`config.mk`:
```
export PLATFORM = sky130hd
export DESIGN_NAME = alu_output_reg
export DESIGN_NICKNAME = d
export VERILOG_FILES = /design/src/logic/simd_data_pkg.sv /design/src/logic/alu_op_pkg.sv /design/src/logic/alu_output_reg.sv
export SDC_FILE = /design/constraint.sdc
export NUM_CORES = 1
export LEC_CHECK = 0
export ABC_AREA = 1
export BUFFER_PORTS_ARGS = -buffer_cell sky130_fd_sc_hd__buf_2
export CAP_MARGIN = 5
export CORE_MARGIN = 2
export CORE_UTILIZATION = 37
export DETAILED_ROUTE_END_ITERATION = 12
export PLACE_DENSITY = 0.72
export SKIP_LAST_GASP = 1
export SYNTH_ARGS = -nofsm -noshare
export SYNTH_HDL_FRONTEND = slang
export SYNTH_SLANG_ARGS = --single-unit
```
`constraint.sdc`:
```
create_clock -name clk_i -period 4.9 [get_ports clk_i]
set_clock_uncertainty 0.2 [all_clocks]
set_input_delay 0.735 -clock clk_i [delete_from_list [all_inputs] [get_ports clk_i]]
set_output_delay 0.735 -clock clk_i [all_outputs]
set_load 0.05 [all_outputs]
```
`src/logic/simd_data_pkg.sv`:
```
// Data types of the SIMD ALU datapath: operand word layout, element
// width encoding and per-byte flag vectors.
// Compile before alu_op_pkg and every module of the design.

package simd_data_pkg;

  // Datapath geometry
  localparam int unsigned DATA_WIDTH = 64;
  localparam int unsigned STRB_WIDTH = DATA_WIDTH / 8;

  // Element width, encoded as in vsew
  typedef enum logic [1:0] {
    EW8  = 2'b00,
    EW16 = 2'b01,
    EW32 = 2'b10,
    EW64 = 2'b11
  } vew_e;

  // One operand word read at each element width
  typedef union packed {
    logic [0:0][DATA_WIDTH-1:0]   w64;
    logic [1:0][DATA_WIDTH/2-1:0] w32;
    logic [3:0][DATA_WIDTH/4-1:0] w16;
    logic [7:0][DATA_WIDTH/8-1:0] w8;
  } simd_word_u;

  // One flag per byte
  // Wider lanes repeat their flag over all of their bytes
  typedef logic [STRB_WIDTH-1:0] byte_flags_t;

endpackage

```
`src/logic/alu_op_pkg.sv`:
```
// Operation encoding and the request and response words of the SIMD ALU.
// Compile after simd_data_pkg.

package alu_op_pkg;

  typedef enum logic [4:0] {
    // Bitwise logic
    VAND, VOR, VXOR,
    // Wrapping add and subtract
    VADD, VSUB, VRSUB,
    // Saturating add and subtract
    VSADDU, VSADD, VSSUBU, VSSUB,
    // Min and max
    VMINU, VMIN, VMAXU, VMAX,
    // Compares producing a mask bit per lane
    VMSEQ, VMSNE,
    VMSLTU, VMSLT,
    VMSLEU, VMSLE,
    VMSGTU, VMSGT,
    // Shifts
    VSLL, VSRL, VSRA
  } alu_op_e;

  // One request, 135 bits
  typedef struct packed {
    simd_data_pkg::simd_word_u operand_a;
    simd_data_pkg::simd_word_u operand_b;
    alu_op_e                   op;
    simd_data_pkg::vew_e       vew;
  } alu_req_t;

  // One response, 72 bits
  typedef struct packed {
    simd_data_pkg::simd_word_u  result;
    simd_data_pkg::byte_flags_t vxsat;
  } alu_resp_t;

endpackage

```
`src/logic/alu_output_reg.sv`:
```
// One-entry output register of the SIMD ALU. Captures a response when
// valid_i and ready_o meet and holds it until the consumer takes it.

`timescale 1ns/1ns

module alu_output_reg (
  input  logic                  clk_i,
  input  logic                  reset_i,
  input  logic                  valid_i,
  output logic                  ready_o,
  input  alu_op_pkg::alu_resp_t resp_i,
  output logic                  valid_o,
  input  logic                  ready_i,
  output alu_op_pkg::alu_resp_t resp_o
);

  logic                  full_q;
  alu_op_pkg::alu_resp_t resp_q;

  // Free when empty or when the held response leaves on this edge
  assign ready_o = ~full_q | ready_i;
  assign valid_o = full_q;
  assign resp_o  = resp_q;

  always_ff @(posedge clk_i) begin
    if (reset_i) begin
      full_q <= 1'b0;
    end else if (ready_o) begin
      full_q <= valid_i;
    end
  end

  always_ff @(posedge clk_i) begin
    if (valid_i && ready_o) begin
      resp_q <= resp_i;
    end
  end

  //////////////////////////////////////////////////////////////////////
  // Assertions

  a_stall_hold : assert property (@(posedge clk_i) disable iff (reset_i)
    valid_o && !ready_i |=> valid_o && $stable(resp_o))
    else $error("alu_output_reg: response changed while stalled");

  a_reset_empty : assert property (@(posedge clk_i) reset_i |=> !valid_o)
    else $error("alu_output_reg: valid_o high after reset");

endmodule

```
After elaboration in Yosys (flattened, before gate mapping)
Cells that the tools add are included.
Widths: inputs -> output; s select.

cells by class
  bitwise logic cells = 2
  reductions and logical operators = 1

operators with widths
  cell               count
  $logic_and 1x1->1  1
  $not 1->1          1
  $or 1x1->1         1

word-level totals
  register bits after elaboration = 73
  output and inout bits = 74
  word-level logic and storage cells = 6
  input bits = 76

Longest topological paths before layout
Gate-level depths: netlist of run 1.

  depth after elaboration = 3
  mapped depth = 3
  mapped depth without buffers = 3

Worst setup path after synthesis of run 1
Ideal clock, no wire load.

  path kind = input port to flip-flop
  from = in valid_i
  to = reg resp_q (netlist bit resp_o[0]), enable pin
  data arrival time = 4.281 ns
  stages = 2
  setup slack = -0.107 ns
  cell sequence = inv_1 > a21oi_1

between the ends
  longest elaborated chain between the ends = 1

RTL lines
  element                 line                  text
  start: declaration      alu_output_reg.sv:9   input logic valid_i,
  $logic_and 1x1->1       alu_output_reg.sv:34  if (valid_i && ready_o) begin
  end signal: assignment  alu_output_reg.sv:35  resp_q <= resp_i;
  end: declaration        alu_output_reg.sv:18  alu_op_pkg::alu_resp_t resp_q;

Every way passes these cells.
A chain may end at the register's enable or synchronous reset.

Final worst setup path of run 1
  from = in valid_i
  to = reg resp_q (netlist bit resp_o[22]), enable pin

The elaborated chain is that of the path after synthesis.

==> results list, run 1 <==
- Status: finished clean
- Once routing completed, OpenROAD measured the worst setup slack at 2.47 ns.
- Sink Count: 73
* Net switching fraction of the power: 28.1%
* Diode count: 0
* Number of design rule violations left after detail routing: 0
- Of all flip-flops after synthesis, the portion carrying an async set or reset was 0%.
- The Yosys step of the flow raised 0 warnings.
- Largest area contributor in the synthesized netlist: edfxtp_1
- In this run the cell area measured after placement is 0.00307 mm².
- The number of global-route vias before repair was 1332.
* Number of port buffers: between 100 and 150
- Critical path required time: roughly 4.7 ns
- STA classifies the critical path startpoint as a primary input.
* Final global-route overflow total: 0
* Share of power burned in the clock network: 28.9%
- Cell with the most instances after synthesis: edfxtp_1
* Cell Int Power: 955 µW
- Antenna violations before repair: 0
- Buffers from clock root to sink, at most: 2
- Wirelength per Cell: 14.4 µm
- Clk slew on worst S/H paths: around 0.070 ns
- Sequential share of power: between 50 and 60%
- For this design, the CTS-stage hold fixing added 0 buffers.
- Per report_power, the combinational group accounts for 15.5% of the total.
- Antenna Nets Post-Route: 0
- Io pins: 150
* Placement Rows: 28
* Post-detailed-route via-to-cell ratio: 4.20
- Setup Crit Path Kind: in2reg
- CP Capture Type: flop
- The first global-routing pass estimated between 6000 and 7000 µm of wire.
* Final worst-path cycle share: 49.5%
- Syn Inst Count: 78
* Highest achievable clock rate: 412 MHz
- Classification of the worst-slack hold path: reg2reg
* Setup WS pre-CTS: 2.11 ns
- Global routing consumed, over all layers together, 14.1% of the routing resources.
- The finished cells cover 0.00323 mm².
* Sw Pwr: 372 µW
- Setup repair after global routing left no endpoint under its margin.
- Width of the die: 81.3 µm
- The smallest clock period supported by the final layout is computed as 2.43 ns.
* Overall routed net length: approximately 4600 µm
- For this run, the register share of the synthesized area comes to 98.8%.
* Area overhead of the layout relative to synthesis: 46.2%
- The H-tree was split into 3 levels.
* Flip-flop and latch count after synthesis: 73
* Final setup violating endpoints: 0
- Count of cell types in the netlist: 7
- IR Drop Worst-Case VDD: roughly 0.00026 V
* Hold Vio Cnt, Final: 0
- The floorplan step defined a die boundary enclosing 0.00661 mm².
- Along the worst path, the maximum fanout reaches between 40 and 50.
- Cells with a size suffix above 1 make up 68.9% of the layout.
* Average cell area after synthesis: between 20 and 30 µm²
- In the final timing run, aggregate negative setup slack is 0 ns.
- Leakage power: 0.00140 µW
- Clk_lat worst skew: 0.33 ns
- Initial Util: 37.8%
- Slew @ Worst Pin: 0.876 ns
- Detailed routing inserted a total of 1340 vias.
- TritonCTS clock tree: done
- The detailed router finished its first iteration with 35 violations.
- CP arrival: between 2 and 2.5 ns
* Proportion of netlist area held by the largest area contributor: about 100%
- Power spread over the standard cell area amounts to 411 mW/mm².
- Post-route insts no fill: between 300 and 400
* Half-perimeter wire length after detailed placement: around 3500 µm
- Post-Syn Nets: between 150 and 200
- Number of synthesized flops with an enable pin: 72
- Synth area leaders: edfxtp_1, dfxtp_1, a21oi_2, nand2_2, a21oi_1
- Quantity of gates resized following cts: 0
* Max cap viols: 0
* Number of buffers inserted to repair setup after CTS: 0
* Die height: 81.3 µm
* Pin count of the biggest net entering global routing: 45
- First-pass detailed-route iteration total: 4
- The final count of pins violating max slew came to 0.
- In this run, CTS created clock tree buffers numbering 9.
- Gpl congestion: 0.661
* Total core area: 0.00585 mm²
- Placed instance count: 303
- The net count of the finished layout is 315.
- Among all flip-flop cells after synthesis, the most frequent one is edfxtp_1.
* Root Buffer Master: clkbuf_8
- Headroom to the max-slew limit came out at 41.5%.
* Combined area of all synthesized cells: 0.00221 mm²
-- area by class of cell --
type | instances | area, µm²
Clock buffer | 10 | 128
Clock inverter | 6 | 35.0
Fill cell | 452 | 2620
Inverter | 2 | 7.51
Multi-Input combinational cell | 3 | 31.3
Sequential cell | 73 | 2180
Tap cell | 75 | 93.8
Timing Repair Buffer | 150 | 753
-- placed cells by master, fill, tap and decap left out --
cell | synthesis | layout
clkinvlp_4 | 0 | 1
clkinv_4 | 0 | 1
clkbuf_8 | 0 | 9
buf_2 | 0 | 149
nand2_2 | 1 | 1
a21oi_2 | 1 | 1
clkinv_2 | 0 | 3
buf_4 | 0 | 1
inv_2 | 1 | 1
inv_1 | 1 | 1
edfxtp_1 | 72 | 72
a21oi_4 | 0 | 1
clkinv_1 | 0 | 1
clkbuf_1 | 0 | 1
dfxtp_1 | 1 | 1
-- stage by stage --
step                      utilization [%]  power, µW  hold slack [ns]
final                                55.2       1330            0.324
after global placement               52.4        957            0.307
after detailed placement             52.4        959            0.314
after CTS                            55.2       1350            0.327
after floorplan                         -        894            0.597
after global routing                 55.2       1380            0.345
-- power groups by stage --
stage,Combinational [µW],Clock (µW),Sequential (µW)
floorplan,13.8,0,880
global placement,206,0,751
detailed placement,208,0,752
CTS,208,399,738
global route,216,420,742
finish,206,384,738
-- final timing paths --
check	from	to	slack (ns)	depth (start not counted)
setup / recovery	valid_i	resp_o[22]	2.47	4
hold / removal	valid_o	valid_o	0.32	2
hold reg to reg	valid_o	valid_o	0.32	2
setup reg to reg	valid_o	resp_o[22]	2.65	2
-- state kept, by name, indices dropped and copies added (netlist names) --
| signal | count |
|---|---|
| resp_o | 72 |
| valid_o | 1 |
-- critical path, cell delays in order --
cell	delay [ns]
buf_2	0.09
inv_1	0.07
a21oi_4	0.67
buf_4	0.60
-- cell families (layout without fill, tap and decap cells) --
group	after synthesis	count (layout)	share of synthesized area, %
AO/OA/AOI/OAI	2	2	0.623
buffers and inverters	2	168	0.339
AND/OR/NAND/NOR	1	1	0.283
flip-flops	73	73	98.8
-- routing by layer --
metal / vias up / global-route usage (%) / part of all wire [%]
li1: 633 / - / -
met1: 611 / 16.7 / 36
met2: 85 / 20.9 / 51
met3: 11 / 7.33 / 12
met4: 0 / 7.63 / 1.9
met5: - / 0 / 0
No activity file was read; power rests on OpenSTA's default activity.
==> run 2: changes to the inputs <==
- clock period: 4.9 -> 2.2 ns (I/O delays scaled with it)
==> run 2 against run 1 <==
Non-clock buffer count is 73 higher. Worst hold slack worse by 0.22 ns. Highest routed layer unchanged. Global-route usage is 2.9 points higher. Flip-flop and latch count stayed put. Worst setup slack worse by 1.8 ns. Total power is 150% higher. First-iteration DRC count is 74% higher.
==> results list, run 2 (synthesized netlist as in run 1, its figures left out) <==
- The insertion delay to the later sink of the worst-skew pair came to 0.32 ns (about the same).
- The path with the worst hold slack has its endpoint at valid_o.
- Total core area: 0.00585 mm² (unchanged)
* Number of global-route vias before repair: 1696 (+27%)
* Final Worst Setup Slack: 0.652 ns (-1.82 ns)
- The number of core rows was 28 (unchanged).
- Setup Crit Path Kind: reg2out
* Diode count: 0 (unchanged)
* Post-route insts no fill: 392 (+23%)
- The post-layout utilization of the core is 68.8% (+14 points).
* Hold path startpoint: ready_i
- Quantity of gates resized following cts: 0 (unchanged)
- Count of cells along the worst register-to-register path: 2 (unchanged)
* First-pass detailed-route iteration total: 4 (unchanged)
- Total count of max-transition violations in the final report: 0 (unchanged)
* Gpl congestion: 0.696 (+5.2%)
- The number of antenna violations at the first check in global routing came to 0 (unchanged).
- Pin count of the biggest net entering global routing: 73 (+62%)
- The run finished with clean final reports.
- The clock-pin slew of the registers on the worst-case setup and hold paths was 0.07 ns (about the same).
- Leakage power: 0.00173 µW (+24%)
- The wire length of the first global-routing pass was 7990 µm (+22%).
- Root Buffer Master: clkbuf_8
- After layout, the worst path uses a little over two thirds of the clock period.
- The post-detailed-route via-to-cell ratio was 4.12 (-1.9%).
* Inserted Clock Buffers: 9 (unchanged)
* Commonest cells after routing, fill and taps aside: buf_2, dlygate4sd3_1, edfxtp_1
* Die height: 81.3 µm (unchanged)
- Timing would allow up to 646 MHz.
- Hold Vio Cnt, Final: 0 (unchanged)
* Max cap viols: 0 (unchanged)
- The area of all sequential standard cells came to 0.00219 mm² (+0.17%).
- The worst path required time is 1.67 ns (-2.99 ns).
* Setup TNS after final layout: 0 ns (unchanged)
- The number of setup violations in the final report was 0 (unchanged).
- Commonest non-fill, non-tap cell in the layout: buf_2
- The cell total after placement was 303 (unchanged).
* R2R Path End: resp_o[69]
- The detailed placement HPWL is 3240 µm (-7.0%).
* Area overhead of the layout relative to synthesis: 82.1%
- The pre-CTS setup slack was 0.652 ns (-1.46 ns).
* Filler instances: 379 (-16%)
* Vias after detailed routing: 1616 (+21%)
* Width of the die: 81.3 µm (unchanged)
* H-tree depth reported by CTS: 3 (unchanged)
* Slew @ Worst Pin: 0.364 ns (-0.512 ns)
- Time the final worst path needs with I/O delays and setup: around 1.5 ns
- The wire length after detailed routing was 5550 µm (+21%).
- Multi-input combinational cell area: 31.3 µm² (unchanged)
* Sink Count: 73 (unchanged)
- The count of unresolved DRC violations after routing came to 0 (unchanged).
* Worst flop-to-flop path startpoint: valid_o
- The worst vdd rail ir drop is 0.000543 V (+110%).
* Final global-route overflow total: 0 (unchanged)
- Total die area: 0.00661 mm² (unchanged)
* Number of port buffers: 149 (unchanged)
* Buffers from clock root to sink, at most: 2 (unchanged)
- Wirelength per Cell: 14.2 µm (-1.7%)
* Critical path fanouts, max: 3 (-93%)
- The worst slew margin relative to its limit was 75.7% (+34 points).
* Initial Util: 37.8% (unchanged)
- The number of flip-flops in the largest register came to 72 (unchanged).
- The share of layout cells above drive strength 1 came to 53.3% (-16 points).
* Io pins: 150 (unchanged)
- The final net count came to 388 (+23%).
- STA classifies the critical path startpoint as a flop.
- TritonCTS clock tree: done
- CP Capture Type: output pin
* CP arrival: 1.02 ns (-1.17 ns)
- The total track usage came to 17.1% (+2.9 points).
* Cell area power density: 817 mW/mm² (+99%)
* RSZ-0062 raised after global routing: no
* Classification of the worst-slack hold path: in2reg
- Worst hold path depth: 4 (+2)
* Setup slack of the most critical reg-to-reg path: 0.80 ns (-1.85 ns)
* Initial DRC count: 61 (+74%)
- Antenna Nets Post-Route: 0 (unchanged)
==> run 2: changes by cell type in the layout (fill, tap and decap cells not counted), sizes merged <==
cell | before | now
dlygate4sd3 | 0 | 73
bufinv | 0 | 2
clkbuf | 10 | 9
clkinv | 5 | 4
==> run 2: where the power goes <==
part           total [µW]  leakage (µW)  internal (µW)  switching, µW
registers            1640      0.000705           1620           19.9
clock network        1080      0.000104            627            451
logic                 567      0.000916            188            379
==> run 2: how the worst max path moves through the flow <==
stage	start	to	slack, ns	cells after the start
finish	valid_o	ready_o	0.65	2
floorplan	valid_o	resp_o[0]	-0.07	1
global route	valid_o	ready_o	0.62	2
global placement	ready_i	resp_o[57]	0.67	4
detailed placement	ready_i	resp_o[57]	0.65	4
CTS	valid_o	ready_o	0.64	2
==> run 2: area by class of cell <==
type / count / area share [%]
Sequential cell: 73 / 54.3
Clock buffer: 9 / 3.08
Multi-Input combinational cell: 3 / 0.777
Clock inverter: 7 / 2.11
Inverter: 2 / 0.187
Timing Repair Buffer: 223 / 37.2
Tap cell: 75 / 2.33
==> run 2: per-layer routing <==
metal / track usage [%] / wire (µm)
met5: 0 / 0
met2: 28.9 / 2890
met3: 7.56 / 599
met1: 18.2 / 1950
met4: 8.31 / 119
==> run 2: worst max-delay path, cell delays in order, from the launching register on <==
cell and delay (ns):
dfxtp_4 0.36, nand2_2 0.08, buf_2 0.26
==> run 2: through the flow <==
| step | power [µW] | hold slack [ns] | cell area (µm²) |
|---|---|---|---|
| global route | 3410 | 0.0938 | 4020 |
| floorplan | 1990 | 0.183 | 2220 |
| detailed placement | 2140 | 0.289 | 3080 |
| CTS | 3320 | 0.0589 | 4020 |
| finish | 3290 | 0.0992 | 4020 |
| global placement | 2130 | 0.287 | 3080 |
==> run 2: repair_timing <==
item                       4_1_cts  5_1_grt
hold endpoints to repair        73        0
hold buffers                    73        0
setup buffers                    0        0
setup endpoints to repair        0        0
