<file path="src/logic/simd_data_pkg.sv">
// Data types of the SIMD ALU datapath: operand word layout, element
// width encoding and per-byte flag vectors.
// Compile before alu_op_pkg and every module of the design.

package simd_data_pkg;

  // Datapath geometry
  localparam int unsigned DATA_WIDTH = 64;
  localparam int unsigned STRB_WIDTH = DATA_WIDTH / 8;

  // Element width, encoded as in vsew
  typedef enum logic [1:0] {
    EW8  = 2'b00,
    EW16 = 2'b01,
    EW32 = 2'b10,
    EW64 = 2'b11
  } vew_e;

  // One operand word read at each element width
  typedef union packed {
    logic [0:0][DATA_WIDTH-1:0]   w64;
    logic [1:0][DATA_WIDTH/2-1:0] w32;
    logic [3:0][DATA_WIDTH/4-1:0] w16;
    logic [7:0][DATA_WIDTH/8-1:0] w8;
  } simd_word_u;

  // One flag per byte
  // Wider lanes repeat their flag over all of their bytes
  typedef logic [STRB_WIDTH-1:0] byte_flags_t;

endpackage

</file>
<file path="src/logic/alu_op_pkg.sv">
// Operation encoding and the request and response words of the SIMD ALU.
// Compile after simd_data_pkg.

package alu_op_pkg;

  typedef enum logic [4:0] {
    // Bitwise logic
    VAND, VOR, VXOR,
    // Wrapping add and subtract
    VADD, VSUB, VRSUB,
    // Saturating add and subtract
    VSADDU, VSADD, VSSUBU, VSSUB,
    // Min and max
    VMINU, VMIN, VMAXU, VMAX,
    // Compares producing a mask bit per lane
    VMSEQ, VMSNE,
    VMSLTU, VMSLT,
    VMSLEU, VMSLE,
    VMSGTU, VMSGT,
    // Shifts
    VSLL, VSRL, VSRA
  } alu_op_e;

  // One request, 135 bits
  typedef struct packed {
    simd_data_pkg::simd_word_u operand_a;
    simd_data_pkg::simd_word_u operand_b;
    alu_op_e                   op;
    simd_data_pkg::vew_e       vew;
  } alu_req_t;

  // One response, 72 bits
  typedef struct packed {
    simd_data_pkg::simd_word_u  result;
    simd_data_pkg::byte_flags_t vxsat;
  } alu_resp_t;

endpackage

</file>
<file path="src/logic/alu_result_select.sv">
// Result stage of the SIMD ALU datapath. Does the bitwise ops, forms
// min/max and compare masks from the lane flags, and picks the unit
// result that matches the operation.

`timescale 1ns/1ns

module alu_result_select (
  input  alu_op_pkg::alu_req_t       req_i,
  input  simd_data_pkg::byte_flags_t less_i,
  input  simd_data_pkg::byte_flags_t equal_i,
  input  simd_data_pkg::simd_word_u  sum_i,
  input  simd_data_pkg::byte_flags_t vxsat_i,
  input  simd_data_pkg::simd_word_u  shifted_i,
  output alu_op_pkg::alu_resp_t      resp_o
);

  simd_data_pkg::simd_word_u  opa;
  simd_data_pkg::simd_word_u  opb;
  simd_data_pkg::simd_word_u  res;
  simd_data_pkg::byte_flags_t outcome;
  simd_data_pkg::byte_flags_t lead;
  logic [2:0]                 lane_mask;

  assign opa       = req_i.operand_a;
  assign opb       = req_i.operand_b;
  // Byte index bits inside one lane
  assign lane_mask = 3'((1 << req_i.vew) - 1);

  //////////////////////////////////////////////////////////////////////
  // Lane outcome, valid at the first byte of each lane

  always_comb begin
    for (int k = 0; k < simd_data_pkg::STRB_WIDTH; k++) begin
      lead[k] = (k & int'(lane_mask)) == 0;
    end
    unique case (req_i.op)
      alu_op_pkg::VMSEQ:                    outcome = equal_i;
      alu_op_pkg::VMSNE:                    outcome = ~equal_i;
      alu_op_pkg::VMSLEU, alu_op_pkg::VMSLE: outcome = less_i | equal_i;
      alu_op_pkg::VMSGTU, alu_op_pkg::VMSGT: outcome = ~(less_i | equal_i);
      // Max keeps b unless b < a
      alu_op_pkg::VMAXU, alu_op_pkg::VMAX:   outcome = ~less_i;
      default:                              outcome = less_i;
    endcase
  end

  //////////////////////////////////////////////////////////////////////
  // Final choice

  always_comb begin
    res = '0;
    unique case (req_i.op)
      alu_op_pkg::VAND: res = opa & opb;
      alu_op_pkg::VOR:  res = opa | opb;
      alu_op_pkg::VXOR: res = opa ^ opb;
      alu_op_pkg::VADD, alu_op_pkg::VSUB, alu_op_pkg::VRSUB, alu_op_pkg::VSADDU,
      alu_op_pkg::VSADD, alu_op_pkg::VSSUBU, alu_op_pkg::VSSUB: res = sum_i;
      alu_op_pkg::VSLL, alu_op_pkg::VSRL, alu_op_pkg::VSRA: res = shifted_i;
      alu_op_pkg::VMINU, alu_op_pkg::VMIN, alu_op_pkg::VMAXU, alu_op_pkg::VMAX: begin
        for (int k = 0; k < simd_data_pkg::STRB_WIDTH; k++) begin
          res.w8[k] = outcome[k & ~int'(lane_mask)] ? opb.w8[k] : opa.w8[k];
        end
      end
      alu_op_pkg::VMSEQ, alu_op_pkg::VMSNE, alu_op_pkg::VMSLTU, alu_op_pkg::VMSLT,
      alu_op_pkg::VMSLEU, alu_op_pkg::VMSLE, alu_op_pkg::VMSGTU, alu_op_pkg::VMSGT: begin
        // Mask bit in bit 0 of the lane, rest zero
        for (int k = 0; k < simd_data_pkg::STRB_WIDTH; k++) begin
          res.w8[k] = {7'b0, outcome[k] & lead[k]};
        end
      end
      default: res = '0;
    endcase
  end

  assign resp_o = '{result: res, vxsat: vxsat_i};

endmodule

</file>
<file path="config.mk">
export PLATFORM = sky130hd
export DESIGN_NAME = alu_result_select
export DESIGN_NICKNAME = d
export VERILOG_FILES = /design/src/logic/simd_data_pkg.sv /design/src/logic/alu_op_pkg.sv /design/src/logic/alu_result_select.sv
export SDC_FILE = /design/constraint.sdc
export NUM_CORES = 1
export LEC_CHECK = 0
export BUFFER_PORTS_ARGS = -buffer_cell sky130_fd_sc_hd__clkbuf_2
export CORE_MARGIN = 5
export CORE_UTILIZATION = 30
export DETAILED_ROUTE_END_ITERATION = 7
export GPL_TIMING_DRIVEN = 1
export PLACE_DENSITY = 0.63
export SYNTH_ARGS = -nofsm -noshare
export SYNTH_HDL_FRONTEND = slang
export SYNTH_SLANG_ARGS = --single-unit
export TNS_END_PERCENT = 30
</file>
<file path="constraint.sdc">
create_clock -name vclk -period 3.3
set_clock_uncertainty 0.2 [all_clocks]
set_input_delay 0.66 -clock vclk [all_inputs]
set_output_delay 0.66 -clock vclk [all_outputs]
set_load 0.02 [all_outputs]
</file>
Yosys cells after proc, flatten, opt, wreduce, memory -nomap -nowiden

Cells that the tools add are included.

ROM bits: 0
Memory bits (writable): 0
Register bits: 0
Output and inout bits: 72
Memories kept: 0
Bits in latches: 0
Bits of input ports: 287
Word-level logic and storage cells: 87

$mul: 0
Add/sub/neg operators: 1
$lt $le $gt $ge: 7
Divide/modulo/power cells: 0
Multiplexer cells: 24
Bitwise gates (word level): 15
Shifts and indexed selects: 1
Reduce and logical (&&, ||, !) cells: 15
Eq/ne operators: 24

Operators with widths:

| operator           | count |
|---|---|
| $pmux 64 s7        | 1 |
| $logic_not 32->1   | 7 |
| $and 64x64->64     | 1 |
| $mux 8             | 8 |
| $or 64x64->64      | 1 |
| $xor 64x64->64     | 1 |
| $eq 5x5->1 const B | 9 |
| $eq 5x4->1 const B | 8 |
| $pmux 8 s5         | 1 |
| $not 8->8          | 3 |
| $eq 5x3->1 const B | 4 |
| $lt 3x4->1 const B | 4 |
| $eq 5x2->1 const B | 2 |
| $mux 1             | 10 |
| $lt 2x4->1 const B | 2 |
| $or 8x8->8         | 1 |
| $reduce_or 8->1    | 1 |
| $and 1x1->1        | 7 |
| $reduce_or 7->1    | 1 |
| $bmux 1 s2         | 3 |
| $reduce_or 2->1    | 3 |
| $eq 5x1->1 const B | 1 |
| $logic_not 5->1    | 1 |
| $lt 1x4->1 const B | 1 |
| 6 further kinds    | 6 |

Longest topological paths before layout

Gate-level depths: netlist of run 1.

Depth after elaboration: 7
Gate-level depth with buffers: 10

Least setup slack after synthesis of run 1

Ideal clock, no wire load.

Path type: input to output
From: input port req_i[5] (netlist bit)
To: output port resp_o[34] (netlist bit)
Setup slack: -403 ps
Arrival time: 2843 ps
Path buffers: 1
Data required time: 2440 ps
Cell stages on the path: 7
Cells stage by stage: buf_4 o21a_1 or2_4 a222oi_1 o221ai_2 mux2i_1 o21ai_0

RTL lines:

| item               | line                    | text |
|---|---|---|
| start: declaration | alu_result_select.sv:8  | `input alu_op_pkg::alu_req_t req_i,` |
| end: declaration   | alu_result_select.sv:14 | `output alu_op_pkg::alu_resp_t resp_o` |

==> results of run 1 <==
-- logic make-up after synthesis --
kind of cell | Yosys count | synth area share, %
buf+inv | 196 | 14.45
fa+ha+maj | 128 | 29.40
xor+xnor | 3 | 0.4824
compound gates | 318 | 38.88
simple gates | 65 | 6.477
mux | 53 | 10.31
-- worst max-delay path, cell delays in order --
cell	delay, ns
buf_8	0.09
or3b_1	0.37
a211o_1	0.27
nand4_1	0.19
buf_6	0.17
nor2_4	0.04
a211oi_4	0.24
buf_6	0.20
mux2i_1	0.23
o21ai_2	0.11
clkbuf_8	0.17
-- worst min-delay path by stage --
stage	to	depth (start not counted)
finish	resp_o[0]	0
global placement	resp_o[2]	0
floorplan	resp_o[0]	1
detailed placement	resp_o[2]	0
CTS	resp_o[2]	0
global route	resp_o[3]	0
-- final cells by class --
type | instances | area, um2 | area share, %
Multi-Input combinational cell | 567 | 4913 | 56.75
Timing Repair Buffer | 431 | 2953 | 34.10
Inverter | 134 | 503.0 | 5.809
Tap cell | 229 | 286.5 | 3.309
Antenna cell | 1 | 2.502 | 0.02890
-- cells in the final DEF (no fill, tap or decap), types with 3 or more instances in the layout --
cell type	n
buf_8	5
o211ai_1	3
nand2_1	6
o21ai_1	50
a21oi_1	23
a22oi_1	60
nor2_2	5
clkbuf_8	13
buf_2	15
or3_1	3
clkbuf_2	280
buf_6	15
buf_4	79
mux2i_4	4
o21ai_2	18
a221o_1	6
o21ai_0	68
a221oi_1	59
o32ai_1	3
inv_1	133
ha_1	128
nor2_1	22
mux2i_1	46
buf_12	21
o221ai_1	3
a22oi_2	6
-- per-layer routing --
| metal | share of wire [%] | routed length (um) |
|---|---|---|
| met2 | 52 | 12220 |
| met3 | 6.1 | 1437 |
| met4 | 1.4 | 324 |
| met1 | 40 | 9454 |
| met5 | 0 | 0 |
-- stage by stage --
| stage | instance area, um2 | TNS [ns] | utilization [%] |
|---|---|---|---|
| floorplan | 5525 | -7.427 | - |
| global placement | 8074 | -17.03 | 45.10 |
| detailed placement | 8074 | -18.15 | 45.10 |
| CTS | 8567 | -11.39 | 47.85 |
| global route | 8658 | -16.21 | 48.36 |
| finish | 8658 | -11.06 | 48.36 |
-- power breakdown --
part             total (mW)  internal [mW]  switching [mW]
Combinational          1.25          0.603           0.642
Sequential                0              0               0
Clock          0.0000000407   0.0000000407               0
-- what timing repair did --
item,4_1_cts,5_1_grt
setup buffers,7,4
hold buffers,0,0
setup endpoints to repair,64,64
resized for setup,136,65
pin swaps,20,9
==> run_results.csv, run 1 <==
group,metric,value,unit
pwr,power.total,1.246,mW
grt,grt_most_used_layer,"met2",
yosys,yosysTopAreaCellShare,29.40,%
hold_path,hp-start,"vxsat_i[0]",
layout,fin_cells,1362,
timing,worst_pin_slew,0.3671,ns
route,drtPass1Iterations,7,
setup_path,timing.critical_path.from,"equal_i[0]",
yosys,ys_top_cells_by_area,"ha_1 (29%), o21ai_0 (11%), a221oi_1 (9.6%), inv_1 (9.2%), a22oi_1 (9.1%)",
setup_path,cp.required,2.44,ns
die,coreArea,17900,um2
pwr,pwr_density_cell,143.9,nW/um2
outcome,status,"finished with violations",
route,route.vias.total,7135,
yosys,synthDistinctLibCells,53,
setup_path,endpoint,"resp_o[50]",
timing,whs,1.120,ns
place,place_congestion,0.8652,
flow_run,drv_cap,0,
place,dp_hpwl,19580,um
grt,grt_pass1_vias,7184,
outcome,violations,"setup timing",
grt,grt_pass1_wl,35720,um
die,dieArea,20950,um2
die,rows,49,
die,initial_core_util,30.43,%
setup_path,endpoint_kind,"output port",
route,totalWireLength,23430,um
die,die-height,144.8,um
timing,relSlewSlack,75.53,%
grt,grt_max_degree,46,
route,wl_per_cell,17.21,um
timing,report.final.slew_viol_count,0,
hold_path,min_path_type,"in2out",
grt,use_met1,24.42,%
place,place_inst,1350,
yosys,syn_area_per_cell,7.140,um2
yosys,ys_seq_area_share,0,%
timing,finalCritPeriodShare,109.5,%
layout,nClkBuffers,0,
die,ios,359,
yosys,synth_cells,763,
layout,drive_gt1_share,43.37,%
layout,ff_latch_area,0,um2
layout,fill_cells,1805,
die,die_w,144.8,um
setup_path,arrival,2.75,ns
layout,flops_and_latches,0,
pwr,max-vdd-ir-drop,0.07109,mV
timing,rsz0062_at_grt,"yes",
yosys,syn_area,5448,um2
place,port_buffers,343,
grt,use_met3,2.859,%
layout,syn2layout_area_growth,58.93,%
timing,final-setup-viol-count,62,
route,drt_iter0_drc,313,
route,drtAntennaViolNets,0,
timing,fmax,276.8,MHz
grt,antenna_found_initial,1,
layout,fin_nets,1549,
grt,grt-ovfl-total,0,
grt,grt_usage,20.89,%
yosys,yosys_warnings,0,
pwr,leakage,4.744,nW
timing,min_period,3.612,ns
place,place_ws,-0.4299,ns
yosys,post-synth-top-count-cell,"inv_1",
timing,finalHoldViolCount,0,
route,drc,0,
timing,fin_ws,-0.3123,ns
grt,grt_use_met2,40.97,%
yosys,yosys.area.top_type,"ha_1",
setup_path,worstSetupPathType,"in2out",
yosys,synth_nets,1178,
setup_path,critPathLaunchType,"input pin",
route,viasPerCell,5.239,
setup_path,cp_max_fo,5,
yosys,synth_common_cells,"inv_1 (134), ha_1 (128), o21ai_0 (123)",
Power figures use the tool's default switching activity.
==> inputs of run 2 (changes only) <==
--- a/config.mk
+++ b/config.mk
@@ -5,12 +5,13 @@
 export SDC_FILE = /design/constraint.sdc
 export NUM_CORES = 1
 export LEC_CHECK = 0
+export ABC_AREA = 1
 export BUFFER_PORTS_ARGS = -buffer_cell sky130_fd_sc_hd__clkbuf_2
 export CORE_MARGIN = 5
 export CORE_UTILIZATION = 30
 export DETAILED_ROUTE_END_ITERATION = 7
 export GPL_TIMING_DRIVEN = 1
-export PLACE_DENSITY = 0.63
+export PLACE_DENSITY = 0.61
 export SYNTH_ARGS = -nofsm -noshare
 export SYNTH_HDL_FRONTEND = slang
 export SYNTH_SLANG_ARGS = --single-unit
==> run 2 against run 1 <==
The flow now finishes without violations. Global-route usage increased by 0.53 points. Die area grew 12%. Sequential share of layout area is the same. Cell count increased by 21%. First-iteration DRC count increased by 10%. Wire length rose by 17%. Setup slack gained 0.38 ns. Clock-buffer cell count stayed put. Hold slack unchanged. Non-clock buffer count fell by 9. Critical path depth up 3. Critical path type unchanged. Largest power group unchanged.
==> run_results.csv, run 2 <==
group,metric,value,unit
outcome,status,"complete, no violations",
layout,syn2layout_area_growth,46.39,%
flow_run,drv_cap,0,
layout,mostFrequentLayoutCell,"clkbuf_2",
setup_path,worst_path_max_delay_cell,"o21ai_4",
pwr,leakage,5.455,nW
route,drtPass1Iterations,5,
yosys,synth_common_cells,"inv_1 (258), nand2_1 (150), ha_1 (128)",
place,place_congestion,0.9246,
grt,grt-ovfl-total,0,
hold_path,hold-path-cell-count,0,
route,drc,0,
route,drtAntennaViolNets,0,
yosys,synth_nets,1430,
route,route.vias.total,8352,
grt,grt_pass1_vias,8283,
grt,grt_max_degree,31,
yosys,ys_seq_area_share,0,%
yosys,syn_area_per_cell,6.070,um2
yosys,yosys.area.top_type,"ha_1",
die,dieArea,23500,um2
place,placedInstanceArea,8646,um2
yosys,synth_cells,1015,
place,dp_hpwl,23240,um
layout,flops_and_latches,0,
pwr,p_int,0.5239,mW
route,totalWireLength,27330,um
timing,finalCritPeriodShare,97.80,%
layout,nClkBuffers,0,
pwr,max-vdd-ir-drop,0.06323,mV
pwr,pwr_density_cell,140.9,nW/um2
setup_path,max_stage_delay,0.22,ns
yosys,synthDistinctLibCells,41,
hold_path,hp-start,"vxsat_i[0]",
timing,fin_ws,0.07267,ns
setup_path,endpoint_kind,"output port",
timing,fmax,309.9,MHz
timing,min_period,3.227,ns
pwr,p_comb_share,100.0,%
setup_path,arrival,2.37,ns
pwr,p_clk_share,0,%
layout,drive_gt1_share,35.86,%
place,port_buffers,343,
die,die-height,153.3,um
place,place_ws,-0.07289,ns
pwr,pwr-share-seq,0,%
pwr,p_switching,0.7468,mW
yosys,ys_top_cells_by_area,"ha_1 (26%), inv_1 (16%), nand2_1 (9.1%), nand3_1 (8.5%), o22ai_1 (6.0%)",
timing,finalHoldViolCount,0,
yosys,yosysTopAreaCellShare,26.00,%
hold_path,worstHoldEndpoint,"resp_o[0]",
grt,antenna_found_initial,2,
die,die_w,153.3,um
setup_path,critPathLaunchType,"input pin",
timing,whs,1.120,ns
timing,relSlewSlack,76.22,%
die,initial_core_util,30.45,%
layout,multi_input_area,5094,um2
layout,fin_nets,1800,
grt,grt_usage,21.43,%
layout,stdcell_area,9019,um2
setup_path,worstPathCellList,"clkbuf_4, nand2_4, inv_8, nand2_8, o22ai_1, nor2_1, nand3_4, buf_6, o21ai_4, buf_12, nand2_1, nand3_1, nand3b_1, buf_2",
layout,final_cell_mix,"clkbuf_2 (321), inv_1 (255), nand2_1 (139), ha_1 (128), nand3_1 (100)",
grt,grt_pass1_wl,42270,um
timing,setup_tns,0,ns
pwr,power.share.switching,58.77,%
yosys,post-synth-top-count-cell,"inv_1",
timing,report.final.slew_viol_count,0,
timing,worst_pin_slew,0.3567,ns
die,coreArea,20230,um2
die,ios,359,
route,drt_iter0_drc,345,
yosys,syn_area,6161,um2
setup_path,cp_max_fo,8,
setup_path,cp.required,2.44,ns
timing,rsz0062_at_grt,"yes",
route,viasPerCell,5.053,
setup_path,worstSetupPathType,"in2out",
layout,fill_cells,2157,
route,wl_per_cell,16.53,um
hold_path,min_path_type,"in2out",
layout,antennaDiodeCount,0,
timing,final-setup-viol-count,0,
die,rows,52,
yosys,yosys_warnings,0,
layout,ff_latch_area,0,um2
## run 2: cell types whose count changed after synthesis, sizes merged, moves of 22 or more
cell / delta
o22ai: +57
nand2: +157
a211oi: +23
a221oi: -22
mux2i: -51
inv: +132
a22oi: -66
nand3: +110
o21ai: -96
o2111ai: +23
## run 2: routing by layer
metal  up-vias  GRT usage (%)  wire (um)
met3        54          4.100       2073
met4         4          6.025        881
met1      3777          25.96      11140
met2       353          38.46      13210
li1       4164              -          -
met5         -              0         31
## run 2: cell type report
| type | instances | share of cell area (%) |
|---|---|---|
| inverter | 267 | 11.29 |
| multi-input combinational | 694 | 56.48 |
| tap | 270 | 3.746 |
| timing repair buffer | 422 | 28.48 |
## run 2: worst max-delay path, delay by kind of cell
kind                   cells  cell delay [ns]
buffers and inverters      5             0.70
AND/OR/NAND/NOR            7             0.71
AO/OA/AOI/OAI              2             0.30
## run 2: repair_timing
| item | 4_1_cts | 5_1_grt |
|---|---|---|
| cloned | 0 | 2 |
| resized for setup | 4 | 95 |
| hold buffers | 0 | 0 |
| setup buffers | 0 | 11 |
| pin swaps | 0 | 23 |
| setup endpoints to repair | 11 | 58 |
## run 2: power by group through the flow
stage | clock network (mW) | registers (mW) | logic [mW]
detailed placement | 0 | 0 | 1.21
global route | 0 | 0 | 1.40
global placement | 0 | 0 | 1.19
floorplan | 0 | 0 | 0.659
CTS | 0 | 0 | 1.21
finish | 0 | 0 | 1.27
## run 2: worst max-delay path by stage
stage             start         end  slack [ns]  cells after the start
3_3_place_gp   req_i[3]  resp_o[67]      -0.008                     15
5_1_grt        req_i[3]  resp_o[54]       -0.02                     16
6_report       req_i[5]  resp_o[42]        0.07                     14
3_5_place_dp   req_i[4]  resp_o[67]       -0.07                     15
4_1_cts        req_i[6]  resp_o[48]       -0.01                     16
2_1_floorplan  req_i[2]  resp_o[24]        0.24                      9
## run 2: stage by stage
step           std cells  power [mW]  utilization, %
2_1_floorplan       1015      0.6591               -
3_3_place_gp        1640       1.192           42.73
3_5_place_dp        1640       1.206           42.73
4_1_cts             1640       1.214           42.84
5_1_grt             1653       1.404           44.57
6_report            1653       1.271           44.57
## run 2: logic make-up (layout without fill, tap and decap cells)
logic type | after synthesis | count (layout) | synth area share (%)
AO/OA/AOI/OAI | 224 | 224 | 26.08
adder cells (fa/ha/maj) | 128 | 128 | 26.00
buffers and inverters | 323 | 689 | 20.65
AND/OR/NAND/NOR | 340 | 342 | 27.27
